## src/source/hazardPkg.sv

```systemverilog
// Widths, opcode encoding and the packed control structs shared by the
// hazard-control slice of the 16-bit five-stage pipeline
package hazardPkg;

  //////////////////////////////
  // Widths
  //////////////////////////////
  localparam int regIdW = 4;    // 16 registers, r0 reads as zero
  localparam int instrW = 16;   // Instruction word
  localparam int opW    = 4;    // Opcode field, instr[15:12]
  localparam int cntW   = 16;   // Performance counter width
  localparam int numCnt = 4;    // Load-use, branch, halt, flush

  //////////////////////////////
  // Opcodes
  //////////////////////////////
  typedef enum logic [opW-1:0] {
    ADD    = 4'h0,
    SUB    = 4'h1,
    XOR    = 4'h2,
    RED    = 4'h3,
    SLL    = 4'h4,
    SRA    = 4'h5,
    ROR    = 4'h6,
    PADDSB = 4'h7,
    LW     = 4'h8,   // Memory read
    SW     = 4'h9,   // Memory write, data reg sits in the rd field
    LLB    = 4'hA,   // Load low byte, reads and writes rd
    LHB    = 4'hB,   // Load high byte, reads and writes rd
    B      = 4'hC,   // Conditional branch on flags
    BR     = 4'hD,   // Conditional branch to register rs
    PCS    = 4'hE,   // Save PC+2 into rd
    HLT    = 4'hF
  } opcodeE;

  // ADD r0, r0, r0 writes nothing visible
  localparam logic [instrW-1:0] nopInstr = {ADD, 12'h000};

  //////////////////////////////
  // Control structs
  //////////////////////////////

  // Everything the decode stage knows about its instruction (20 bits)
  typedef struct packed {
    logic [regIdW-1:0] srcReg1;   // rs, or rd for LLB/LHB
    logic [regIdW-1:0] srcReg2;   // rt, or rd for SW
    logic [regIdW-1:0] destReg;   // Zero when nothing is written
    logic              regWrite;
    logic              memEnable;
    logic              memWrite;
    logic              zEn;       // Sets the Z flag
    logic              nvEn;      // Sets the N and V flags
    logic              branch;    // B instruction
    logic              br;        // BR instruction
    logic              hlt;
  } decodeCtrlS;

  // Fields carried down ID/EX and EX/MEM (9 bits)
  typedef struct packed {
    logic [regIdW-1:0] destReg;
    logic              regWrite;
    logic              memEnable;
    logic              memWrite;
    logic              zEn;
    logic              nvEn;
  } stageCtrlS;

  // All flags low, the pipeline bubble
  localparam stageCtrlS bubbleCtrl = '0;

  // Why the front end is held this cycle (4 bits)
  typedef struct packed {
    logic loadUse;
    logic bHazard;
    logic brHazard;
    logic hlt;
  } hazardCauseS;

endpackage

```

## src/source/instrDecoder.sv

```systemverilog
// Decode of the IF/ID instruction word into the decode-stage control struct
`timescale 1ns/1ps

module instrDecoder import hazardPkg::*; (
  input  logic [instrW-1:0] instr,   // IF/ID instruction register
  output decodeCtrlS        idCtrl   // Decoded fields for hazard check and ID/EX
);

  //////////////////////////////
  // Field split
  //////////////////////////////
  opcodeE            op;
  logic [regIdW-1:0] rdF;   // instr[11:8]
  logic [regIdW-1:0] rsF;   // instr[7:4]
  logic [regIdW-1:0] rtF;   // instr[3:0]
  logic              aluOp; // One of the eight ALU operations

  assign op    = opcodeE'(instr[instrW-1 -: opW]);
  assign rdF   = instr[11:8];
  assign rsF   = instr[7:4];
  assign rtF   = instr[3:0];
  assign aluOp = ~instr[instrW-1];   // Opcodes 0..7

  //////////////////////////////
  // Control flags
  //////////////////////////////
  always_comb begin
    idCtrl = '0;

    // Register writers: ALU ops, loads, byte loads and PCS
    idCtrl.regWrite = aluOp | (op == LW) | (op == LLB) | (op == LHB) | (op == PCS);

    idCtrl.memEnable = (op == LW) | (op == SW);
    idCtrl.memWrite  = (op == SW);

    // RED and PADDSB leave the flags alone
    unique case (op)
      ADD, SUB:            idCtrl.zEn = 1'b1;
      XOR, SLL, SRA, ROR:  idCtrl.zEn = 1'b1;
      default:             idCtrl.zEn = 1'b0;
    endcase
    idCtrl.nvEn = (op == ADD) | (op == SUB);   // Only arithmetic can overflow

    idCtrl.branch = (op == B);
    idCtrl.br     = (op == BR);
    idCtrl.hlt    = (op == HLT);

    // Destination only when something is written, so stores never match
    idCtrl.destReg = idCtrl.regWrite ? rdF : '0;

    // Sources
    case (op)
      LLB, LHB: begin
        idCtrl.srcReg1 = rdF;   // Byte load merges into the old rd
        idCtrl.srcReg2 = rtF;
      end
      SW: begin
        idCtrl.srcReg1 = rsF;   // Base address
        idCtrl.srcReg2 = rdF;   // Store data
      end
      B, PCS, HLT: begin
        idCtrl.srcReg1 = '0;    // Reads no register
        idCtrl.srcReg2 = '0;
      end
      default: begin
        idCtrl.srcReg1 = rsF;
        idCtrl.srcReg2 = rtF;
      end
    endcase
  end

endmodule

```

## src/source/controlPipeline.sv

```systemverilog
// IF/ID instruction register and the ID/EX, EX/MEM control registers,
// with stall, flush and bubble insertion
`timescale 1ns/1ps

module controlPipeline import hazardPkg::*; (
  input  logic              clk,
  input  logic              rst,
  input  logic [instrW-1:0] instrWord,   // From fetch
  input  decodeCtrlS        idCtrl,      // Decode of ifIdInstr
  input  logic              ifIdStall,   // Hold IF/ID
  input  logic              idFlush,     // Bubble into ID/EX
  input  logic              ifFlush,     // Kill the fetched word
  output logic [instrW-1:0] ifIdInstr,
  output stageCtrlS         exCtrl,      // ID/EX
  output stageCtrlS         memCtrl      // EX/MEM
);

  stageCtrlS idStage;   // Stage fields of the decode instruction

  // Branch and halt info stays behind in decode
  assign idStage = '{
    destReg:   idCtrl.destReg,
    regWrite:  idCtrl.regWrite,
    memEnable: idCtrl.memEnable,
    memWrite:  idCtrl.memWrite,
    zEn:       idCtrl.zEn,
    nvEn:      idCtrl.nvEn
  };

  //////////////////////////////
  // IF/ID
  //////////////////////////////
  always_ff @(posedge clk) begin
    if (rst) begin
      ifIdInstr <= nopInstr;
    end else if (ifFlush) begin
      ifIdInstr <= nopInstr;   // Wrong-path fetch, flush beats stall
    end else if (!ifIdStall) begin
      ifIdInstr <= instrWord;
    end
    // Otherwise hold, decode retries next cycle
  end

  //////////////////////////////
  // ID/EX and EX/MEM
  //////////////////////////////
  always_ff @(posedge clk) begin
    if (rst) begin
      exCtrl  <= bubbleCtrl;
      memCtrl <= bubbleCtrl;
    end else begin
      if (idFlush) begin
        exCtrl <= bubbleCtrl;   // Held instruction must not execute twice
      end else begin
        exCtrl <= idStage;
      end
      memCtrl <= exCtrl;        // Never stalled
    end
  end

  //////////////////////////////
  // Checks
  //////////////////////////////

  // A flush request has to show up as a bubble in EX on the next cycle
  bubbleAfterFlush: assert property (
    @(posedge clk) disable iff (rst)
    idFlush |=> (exCtrl == bubbleCtrl)
  ) else $error("ID/EX not a bubble after idFlush");

endmodule

```

## src/source/hazardDetectionUnit.sv

```systemverilog
// Load-to-use, B and BR hazard detection and the stall/flush controls
`timescale 1ns/1ps

module hazardDetectionUnit import hazardPkg::*; (
  input  decodeCtrlS  idCtrl,        // Instruction in decode
  input  stageCtrlS   exCtrl,        // ID/EX
  input  stageCtrlS   memCtrl,       // EX/MEM
  input  logic        branchTaken,   // PC update from branch resolution
  output logic        pcStall,
  output logic        ifIdStall,
  output logic        idFlush,
  output logic        ifFlush,
  output hazardCauseS hazardCause
);

  logic exMemRead;    // LW in EX
  logic exDestLive;   // EX writes a real register
  logic memDestLive;  // MEM writes a real register
  logic exSetsFlag;   // Flags not settled until EX finishes
  logic exBrMatch;    // EX produces the BR target register
  logic memBrMatch;   // MEM produces the BR target register
  logic holdFront;    // Any hazard that holds fetch and decode

  //////////////////////////////
  // Load-to-use
  //////////////////////////////
  assign exMemRead  = exCtrl.memEnable & ~exCtrl.memWrite;
  assign exDestLive = exCtrl.regWrite & (exCtrl.destReg != '0);

  // Store data matching the load is served by MEM-to-MEM forwarding
  assign hazardCause.loadUse = exMemRead & (exCtrl.destReg != '0) &
                               ((exCtrl.destReg == idCtrl.srcReg1) |
                                ((exCtrl.destReg == idCtrl.srcReg2) & ~idCtrl.memWrite));

  //////////////////////////////
  // Branches
  //////////////////////////////
  assign exSetsFlag  = exCtrl.zEn | exCtrl.nvEn;
  assign memDestLive = memCtrl.regWrite & (memCtrl.destReg != '0);

  assign exBrMatch  = exDestLive & (exCtrl.destReg == idCtrl.srcReg1);
  assign memBrMatch = memDestLive & (memCtrl.destReg == idCtrl.srcReg1);

  assign hazardCause.bHazard  = idCtrl.branch & exSetsFlag;   // Condition not ready
  // BR needs both the condition and its target register from rs
  assign hazardCause.brHazard = idCtrl.br & (exSetsFlag | exBrMatch | memBrMatch);

  assign hazardCause.hlt = idCtrl.hlt;

  //////////////////////////////
  // Pipeline controls
  //////////////////////////////
  assign holdFront = hazardCause.loadUse | hazardCause.bHazard | hazardCause.brHazard;

  assign pcStall   = holdFront | hazardCause.hlt;   // HLT freezes the PC only
  assign ifIdStall = holdFront;   // HLT keeps moving so it drains to WB
  assign idFlush   = holdFront;   // Bubble behind the held instruction
  assign ifFlush   = branchTaken;

  // Decode can only be held while the PC is held too
  always_comb begin : stallCheck
    if (ifIdStall) begin
      stallNeedsPc: assert (pcStall) else $error("ifIdStall without pcStall");
    end
  end

endmodule

```

## src/source/perfCounters.sv

```systemverilog
// Saturating counters of load-use, branch and halt stall cycles and of flushes
`timescale 1ns/1ps

module perfCounters import hazardPkg::*; (
  input  logic            clk,
  input  logic            rst,
  input  hazardCauseS     hazardCause,
  input  logic            ifFlush,
  output logic [cntW-1:0] loadUseCount,
  output logic [cntW-1:0] branchStallCount,
  output logic [cntW-1:0] haltStallCount,
  output logic [cntW-1:0] flushCount
);

  logic [numCnt-1:0] bump;           // One cause bit per counter
  logic [cntW-1:0]   cnt [numCnt];

  assign bump[0] = hazardCause.loadUse;
  assign bump[1] = hazardCause.bHazard | hazardCause.brHazard;   // Both branch kinds
  assign bump[2] = hazardCause.hlt;
  assign bump[3] = ifFlush;

  //////////////////////////////
  // Counters
  //////////////////////////////
  always_ff @(posedge clk) begin
    if (rst) begin
      for (int i = 0; i < numCnt; i++) begin
        cnt[i] <= '0;
      end
    end else begin
      for (int i = 0; i < numCnt; i++) begin
        if (bump[i] && (cnt[i] != '1)) cnt[i] <= cnt[i] + 1'b1;   // Stick at all ones
      end
    end
  end

  assign loadUseCount     = cnt[0];
  assign branchStallCount = cnt[1];
  assign haltStallCount   = cnt[2];
  assign flushCount       = cnt[3];

  // Counts only go up between resets
  for (genvar g = 0; g < numCnt; g++) begin : gMono
    noDecrease: assert property (
      @(posedge clk) disable iff (rst)
      cnt[g] >= $past(cnt[g])
    ) else $error("Counter %0d decreased", g);
  end

endmodule

```

## src/source/hazardPipeCtrl.sv

```systemverilog
// Top of the hazard-control slice: decoder, control pipeline, hazard unit
// and performance counters
`timescale 1ns/1ps

module hazardPipeCtrl import hazardPkg::*; (
  input  logic              clk,
  input  logic              rst,
  input  logic [instrW-1:0] instrWord,      // Fetched word
  input  logic              branchTaken,    // PC update level
  output logic              pcStall,
  output logic              ifIdStall,
  output logic              idFlush,
  output logic              ifFlush,
  output stageCtrlS         exCtrl,         // What the datapath has in EX
  output logic [cntW-1:0]   loadUseCount,
  output logic [cntW-1:0]   branchStallCount,
  output logic [cntW-1:0]   haltStallCount,
  output logic [cntW-1:0]   flushCount
);

  logic [instrW-1:0] ifIdInstr;
  decodeCtrlS        idCtrl;
  stageCtrlS         memCtrl;
  hazardCauseS       hazardCause;

  instrDecoder uDecoder (
    .instr  (ifIdInstr),
    .idCtrl (idCtrl)
  );

  controlPipeline uPipe (
    .clk       (clk),
    .rst       (rst),
    .instrWord (instrWord),
    .idCtrl    (idCtrl),
    .ifIdStall (ifIdStall),
    .idFlush   (idFlush),
    .ifFlush   (ifFlush),
    .ifIdInstr (ifIdInstr),
    .exCtrl    (exCtrl),
    .memCtrl   (memCtrl)
  );

  // Sole source of the stall and flush levels
  hazardDetectionUnit uHazard (
    .idCtrl      (idCtrl),
    .exCtrl      (exCtrl),
    .memCtrl     (memCtrl),
    .branchTaken (branchTaken),
    .pcStall     (pcStall),
    .ifIdStall   (ifIdStall),
    .idFlush     (idFlush),
    .ifFlush     (ifFlush),
    .hazardCause (hazardCause)
  );

  perfCounters uCounters (
    .clk              (clk),
    .rst              (rst),
    .hazardCause      (hazardCause),
    .ifFlush          (ifFlush),
    .loadUseCount     (loadUseCount),
    .branchStallCount (branchStallCount),
    .haltStallCount   (haltStallCount),
    .flushCount       (flushCount)
  );

endmodule

```

## config.mk

```make
export PLATFORM = sky130hd
export DESIGN_NAME = hazardPipeCtrl
export DESIGN_NICKNAME = d
export VERILOG_FILES = /design/src/source/hazardPkg.sv /design/src/source/instrDecoder.sv /design/src/source/controlPipeline.sv /design/src/source/hazardDetectionUnit.sv /design/src/source/perfCounters.sv /design/src/source/hazardPipeCtrl.sv
export SDC_FILE = /design/constraint.sdc
export NUM_CORES = 1
export LEC_CHECK = 0
export BUFFER_PORTS_ARGS = -buffer_cell sky130_fd_sc_hd__clkbuf_2
export CAP_MARGIN = 30
export CORE_MARGIN = 2
export CORE_UTILIZATION = 25
export CTS_CLUSTER_SIZE = 28
export DETAILED_ROUTE_END_ITERATION = 12
export GPL_ROUTABILITY_DRIVEN = 0
export GPL_TIMING_DRIVEN = 0
export SYNTH_ARGS = -nofsm -noshare
export SYNTH_HDL_FRONTEND = slang
export SYNTH_SLANG_ARGS = --single-unit
```

## constraint.sdc

```tcl
create_clock -name clk -period 3.4 [get_ports clk]
set_input_delay 0.17 -clock clk [delete_from_list [all_inputs] [get_ports clk]]
set_output_delay 0.17 -clock clk [all_outputs]
set_load 0.1 [all_outputs]
```

; Word level (Yosys, flattened, before mapping)
; Memory sizes are Yosys's and may differ from the RTL's.
; Index checks and enable logic that the tools add are counted.
[totals]
mem_count = 1
latch_bits = 0
register_bits = 30
ram_bits = 64
output_inout_bits = 77
in_bits = 19
mem_bits_ro = 0
word_cells = 99
[op_classes]
n_div = 0
multipliers = 0
add_sub_neg = 4
n_eq_ne = 20
shifts = 0
n_bitwise = 32
n_reduce_logical = 13
mux = 20
magnitude_cmp = 0
[memory_table]
columns = name, words, width, read_ports, rd_clocked_by_memory_dff, write_ports, line_no
row1 = uCounters.cnt, 4, 16, 4, 0, 4, perfCounters.sv:16  ; logic [cntW-1:0] cnt [numCnt];
[ops]
columns = cell, n
row1 = "16-bit by 1-bit adder with 16-bit output, second input constant", 4
row2 = 16-bit 2-to-1 mux, 4
row3 = "16-bit != test, second input constant", 4
row4 = "4-bit == test, second input constant", 8
row5 = 8-bit one-hot mux with 3 select lines, 1
row6 = 1-bit OR, 18
row7 = 1-bit 2-to-1 mux, 15
row8 = "4-bit by 3-bit == test with 1-bit output, second input constant", 3
row9 = 4-bit == test, 3
row10 = 1-bit AND, 10
row11 = 4-bit nonzero test, 2
row12 = 2-bit OR reduction, 3
row13 = 3-bit OR reduction, 2
row14 = 6-bit OR reduction, 1
row15 = "4-bit by 1-bit == test with 1-bit output, second input constant", 1
row16 = "4-bit by 2-bit == test with 1-bit output, second input constant", 1
row17 = 1-bit logical AND, 4
row18 = 4-bit zero test, 1
row19 = 1-bit inverter, 4

; Logic depth before layout (Yosys ltp)
[logic_depth]
ltp_word = 14
depth_mapped = 10

; Modules after synthesis
; A second synthesis with hierarchy kept.
[unflattened]
cells_unflattened = 490
hier_area_um2 = 5141.2
[modules_own_cells]
columns = mod, instances, cells_each, area_each_um2
row1 = perfCounters, 1, 319, 3482.1
row2 = controlPipeline, 1, 91, 1079.8
row3 = instrDecoder, 1, 44, 309.0
row4 = hazardDetectionUnit, 1, 36, 270.3

; Worst setup path after synthesis
; Ideal clock, no wire load.
[synth_timing]
path_kind = register to output
start = register uPipe.exCtrl[6] (netlist name)
end = output port ifIdStall
stages_incl_launch_ff = 9
arrival_ns = 3.314
slack_ns = -0.084
n_path_buf = 2
cell_sequence = dfxtp_1 -> or4_1 -> and3b_1 -> nand3_1 -> a2111oi_0 -> a21oi_1 -> nand2_2 -> buf_2 -> buf_4
[synth_via]
elab_chain_cells = 7
elab_cells_between_ends = 14
cone_classes = eq/ne (2) / bitwise (11) / reduce/logical (1)
[synth_rtl]
columns = element, line_no
row1 = 4-bit nonzero test, "hazardDetectionUnit.sv:28, hazardDetectionUnit.sv:31"
row2 = 1-bit AND, hazardDetectionUnit.sv:28  ; assign exDestLive = exCtrl.regWrite & (exCtrl.destReg != '0);
row3 = 1-bit AND, hazardDetectionUnit.sv:41  ; assign exBrMatch = exDestLive & (exCtrl.destReg == idCtrl.srcReg1);
row4 = 1-bit OR (2 in a row), hazardDetectionUnit.sv:46  ; assign hazardCause.brHazard = idCtrl.br & (exSetsFlag | exBrMatch | memBrMatch);
row5 = 1-bit AND, hazardDetectionUnit.sv:46
row6 = 1-bit OR *, hazardDetectionUnit.sv:53  ; assign holdFront = hazardCause.loadUse | hazardCause.bHazard | hazardCause.brHazard;
row7 = "end, declared", hazardPipeCtrl.sv:11  ; output logic ifIdStall,
; Mark *: on every way between the ends. The rest lies on a longest branch, timed or not.

; Worst setup path after layout
[layout_timing]
start = register uPipe.ifIdInstr[15]
end = output port ifIdStall
[layout_via]
elab_chain_cells = 9
elab_cells_between_ends = 25
cone_classes = eq/ne (10) / mux (1) / bitwise (12) / reduce/logical (2)
[layout_rtl]
columns = element, line_no
row1 = "start, declared", controlPipeline.sv:13  ; output logic [instrW-1:0] ifIdInstr,
row2 = "start signal, assigned", controlPipeline.sv:35  ; ifIdInstr <= nopInstr;
row3 = "start signal, assigned", controlPipeline.sv:37  ; ifIdInstr <= nopInstr;
row4 = "start signal, assigned", controlPipeline.sv:39  ; ifIdInstr <= instrWord;
row5 = 4-bit == test (on tied branches), "instrDecoder.sv:52, instrDecoder.sv:44"
row6 = 3-bit OR reduction or 2-bit OR reduction (tied branches), instrDecoder.sv:52  ; case (op)
row7 = 8-bit one-hot mux with 3 select lines, instrDecoder.sv:52
row8 = 4-bit == test (on tied branches), "hazardDetectionUnit.sv:33, hazardDetectionUnit.sv:32, hazardDetectionUnit.sv:41"
row9 = 1-bit AND (on tied branches), "hazardDetectionUnit.sv:33, hazardDetectionUnit.sv:41"
row10 = 1-bit OR (on tied branches), "hazardDetectionUnit.sv:32, hazardDetectionUnit.sv:46"
row11 = 1-bit AND or 1-bit OR (tied branches), "hazardDetectionUnit.sv:31, hazardDetectionUnit.sv:46"
row12 = 1-bit OR or 1-bit AND (tied branches), "hazardDetectionUnit.sv:53, hazardDetectionUnit.sv:46"
row13 = 1-bit OR *, hazardDetectionUnit.sv:53
; Marks and branches as above.

==> results.txt <==
- Final worst path period need: between 3 and 4 ns
- Detailed-route vias per instance: ~4.3
- Residual DRC count: 0
* # diodes: 0
- Initial DRC count: 195
- Global-route congestion overflow total: 0
* Library cell used as clock root buffer: clkbuf_16
- After floorplanning, the core was sized to cover 18700 µm².
- Count of hold-fix buffers inserted at cts: 0
* Number of rows created at floorplan: 50
- Worst-Skew Late Latency: around 0.34 ns
- The max-slew violation count is 0.
- Post-route setup TNS: 0 ns
- Detailed Place HPWL: a little over 8000 µm
- Total non-filler cell area in the finished layout: 5850 µm²
- Critical Path End Type: output port
* Dominant cell by count in the synthesized netlist: nor2_1
* Data arrival time of the critical path: between 2 and 3 ns
* Number of CTS-inserted buffers: 9
* YS warnings: 0
- Setup violations remaining at the end of the flow were counted as 0.
- In the finished design, the share of the clock period the worst path needs comes to roughly 93%.
* Reg clk slew, reported paths: ~0.070 ns
- Number of unique standard cell types used by synthesis: between 40 and 50
* Static leakage: roughly 2.2 nW
- During I/O placement, the number of pins put on the boundary was 96.
- The synthesized netlist occupies a cell area of around 4800 µm².
- The post-route netlist has roughly a quarter of its cells at a drive strength greater than 1.
* Area occupied by multi-input gates: approximately 2100 µm²
- First-pass GRT wire length: 17300 µm
- Summed over all layers, the routed wires come to between 10000 and 15000 µm.
* Slack of the worst reg-to-reg path: roughly 0.63 ns
- From synthesis to final layout, the design area changed by 22.5%.
- Unrepaired setup endpoints after global routing: false
* Seq. cell area: approximately 2500 µm²
* # port buffers: between 90 and 100
- TritonCTS built the clock tree.
* Final nets: between 500 and 600
* Hold Vio Cnt, Final: 0
- Y dimension of the die: about 140 µm
- Register area share after synthesis: 52.9%
- Summing all placed instances gives a cell area of ~5500 µm².
- The die is approximately 140 µm wide.
- Run status: finished, final reports clean
* Area enclosed by the die boundary: roughly 20000 µm²
- Drt pass-1 iters: 4
* Longest Clk Path Bufs: 2
- Max-cap violations in this run came to 0.
- Max-slew headroom: 43.6%
- In this run the remaining antenna-violating nets after routing total 0.
* CTS sink cnt: 94
- Total GRT Usage: 11.1%
- For this block, the via count after detailed routing is between 3000 and 4000.
- Avg Inst Size Synth: roughly 11 µm²
- In this run, placement finished with an instance count of approximately 780.
- Largest area contributor in the netlist: edfxtp_1
* Worst setup path class: register to output port
- Synthesis produced a netlist with a net count of approximately 480.
- The design draws around 0.0028 W.
- Of all nets on the critical path, the largest fanout is 11.
* CP Launch Type: register
- PD cells: around 480 nW/µm²
- Cells after synthesis: 454
- The most used flip-flop cell after synthesis is edfxtp_1.
* Share of flip-flops with an asynchronous set or reset after synthesis: 0%
* Worst hold path class: input port to register
- Average wire per cell in the routed design: 13.7 µm
* Count of flip-flops with a built-in enable after synthesis: 64
* Count of state elements after synthesis: between 90 and 100
* Largest net degree at the start of global routing: 17
- Max Clk Rate: around 320 MHz
- Antenna violations before repair: 0
* Filler-free cell count of the finished design: 798
* Actual transition at the worst max-transition pin: around 0.84 ns
- The clock tree synthesis step divided the H-tree into 3 levels.
- In the synthesized netlist, the cells that appear most often are nor2_1 (66), edfxtp_1 (64), nand2_1 (58), xor2_1 (38), dfxtp_1 (30).
- Across the VDD grid, the largest voltage drop is 0.189 mV.
* Worst-case clock skew: about 0.0086 ns
- Data required time of the worst path: between 3 and 4 ns
* Area share of the largest cell type after synthesis: between 40% and 50%
* Number of global-route vias before repair: 3316
* Number of filler cells placed in the layout: ~1900
* Largest cells by area after synthesis: edfxtp_1 (40%), dfxtp_1 (13%), xor2_1 (7.0%)
* Initial core utilization: 25.5%
- The number of setup buffers added after CTS is 0.
[layer usage]
layer / vias to the layer above / track usage [%] / share of wire (%)
met1: 1617 / 14.9 / 50
met4: 0 / 4.53 / 1.9
met3: 10 / 3.16 / 3.2
met5: - / 0 / 0
li1: 1785 / - / -
met2: 52 / 16.7 / 45
[layout make-up]
type	instances	share of cell area (%)
clock inverters	5	1.03
flip-flops and latches	94	43.2
multi-input cells	331	35.9
inverters	9	0.578
repair buffers	95	8.22
well taps	234	5.01
plain buffers	20	2.08
clock buffers	10	3.92
[cells by family (layout without fill, tap and decap cells)]
family	after synthesis	in the layout	synth area share, %
and+or+nand+nor	224	224	23.6
DFF	94	94	52.9
xor gates and xnor gates	67	67	12.3
buffers and inverters	29	139	3.20
AOI/OAI and AO/OA	21	21	3.80
muxes	14	14	2.94
adders and majority gates	5	5	1.26
[critical path, stage by stage (launching register included)]
cell,delay (ns)
dfxtp_1,0.34
buf_2,0.22
nand2_1,0.14
a32oi_2,0.33
xor2_1,0.18
nand2_1,0.06
o41a_1,0.48
nand2_2,0.21
clkbuf_4,0.27
buf_4,0.13
buf_4,0.27
[flip-flops by register name, indices dropped and copies added (netlist names)]
| signal | cells |
|---|---|
| uCounters.cnt | 64 |
| uPipe.exCtrl | 9 |
| uPipe.ifIdInstr | 16 |
| uPipe.memCtrl | 5 |
[where the power goes]
part / leakage (nW) / internal [W] / switching (W)
clock network: 0.135 / 0.000569 / 0.000429
registers: 0.921 / 0.00127 / 0.0000528
logic: 1.14 / 0.0000854 / 0.000390
total: 2.19 / 0.00192 / 0.000872
[metrics by stage]
step           utilization, %  hold WS (ns)  worst slack [ns]
2_1_floorplan               -         0.309             0.113
3_3_place_gp             29.6         0.403            0.0811
3_5_place_dp             29.7         0.408             0.370
4_1_cts                  31.2        0.0374            0.0831
5_1_grt                  31.3        0.0504            0.0226
6_report                 31.3        0.0597             0.235
[timing repair]
action	CTS	global route
pin swaps	0	1
gates resized for setup	1	5
cloned	0	0
setup endpoints to repair	1	2
[worst paths after layout]
| path | startpoint | to | cells after the start |
|---|---|---|---|
| max | uPipe.ifIdInstr[15]$_SDFFE_PP0N_ | ifIdStall | 10 |
| min | instrWord[13] | uPipe.ifIdInstr[13]$_SDFFE_PP0N_ | 3 |
| max reg2reg | uPipe.ifIdInstr[15]$_SDFFE_PP0N_ | uCounters.cnt[0][7]$_SDFFCE_PN0P_ | 7 |
| min reg2reg | uPipe.ifIdInstr[9]$_SDFFE_PP0N_ | uPipe.exCtrl[6]$_SDFF_PP0_ | 2 |
[layout by cell type, fill, tap and decap left out, types with 2 or more instances in the layout]
cell type,n
a32oi_2,3
ha_1,4
dfxtp_1,26
clkbuf_1,11
o21ai_0,2
xor2_1,38
clkbuf_2,93
clkbuf_4,2
nand2_1,58
nand3b_1,2
dfxtp_2,4
o221a_2,2
edfxtp_1,64
a21oi_1,5
nand2b_1,3
nand3_1,26
or3_1,4
inv_1,9
buf_4,5
mux2i_1,14
and4_1,5
nor2_2,3
nor2_1,66
nand4_1,8
nor2_4,7
and3b_1,3
buf_2,3
nor4_1,2
xnor2_1,29
or2_2,4
clkbuf_16,9
nor3_1,8
nor2b_1,6
and3_1,13
(Power assumes the default switching activity.)
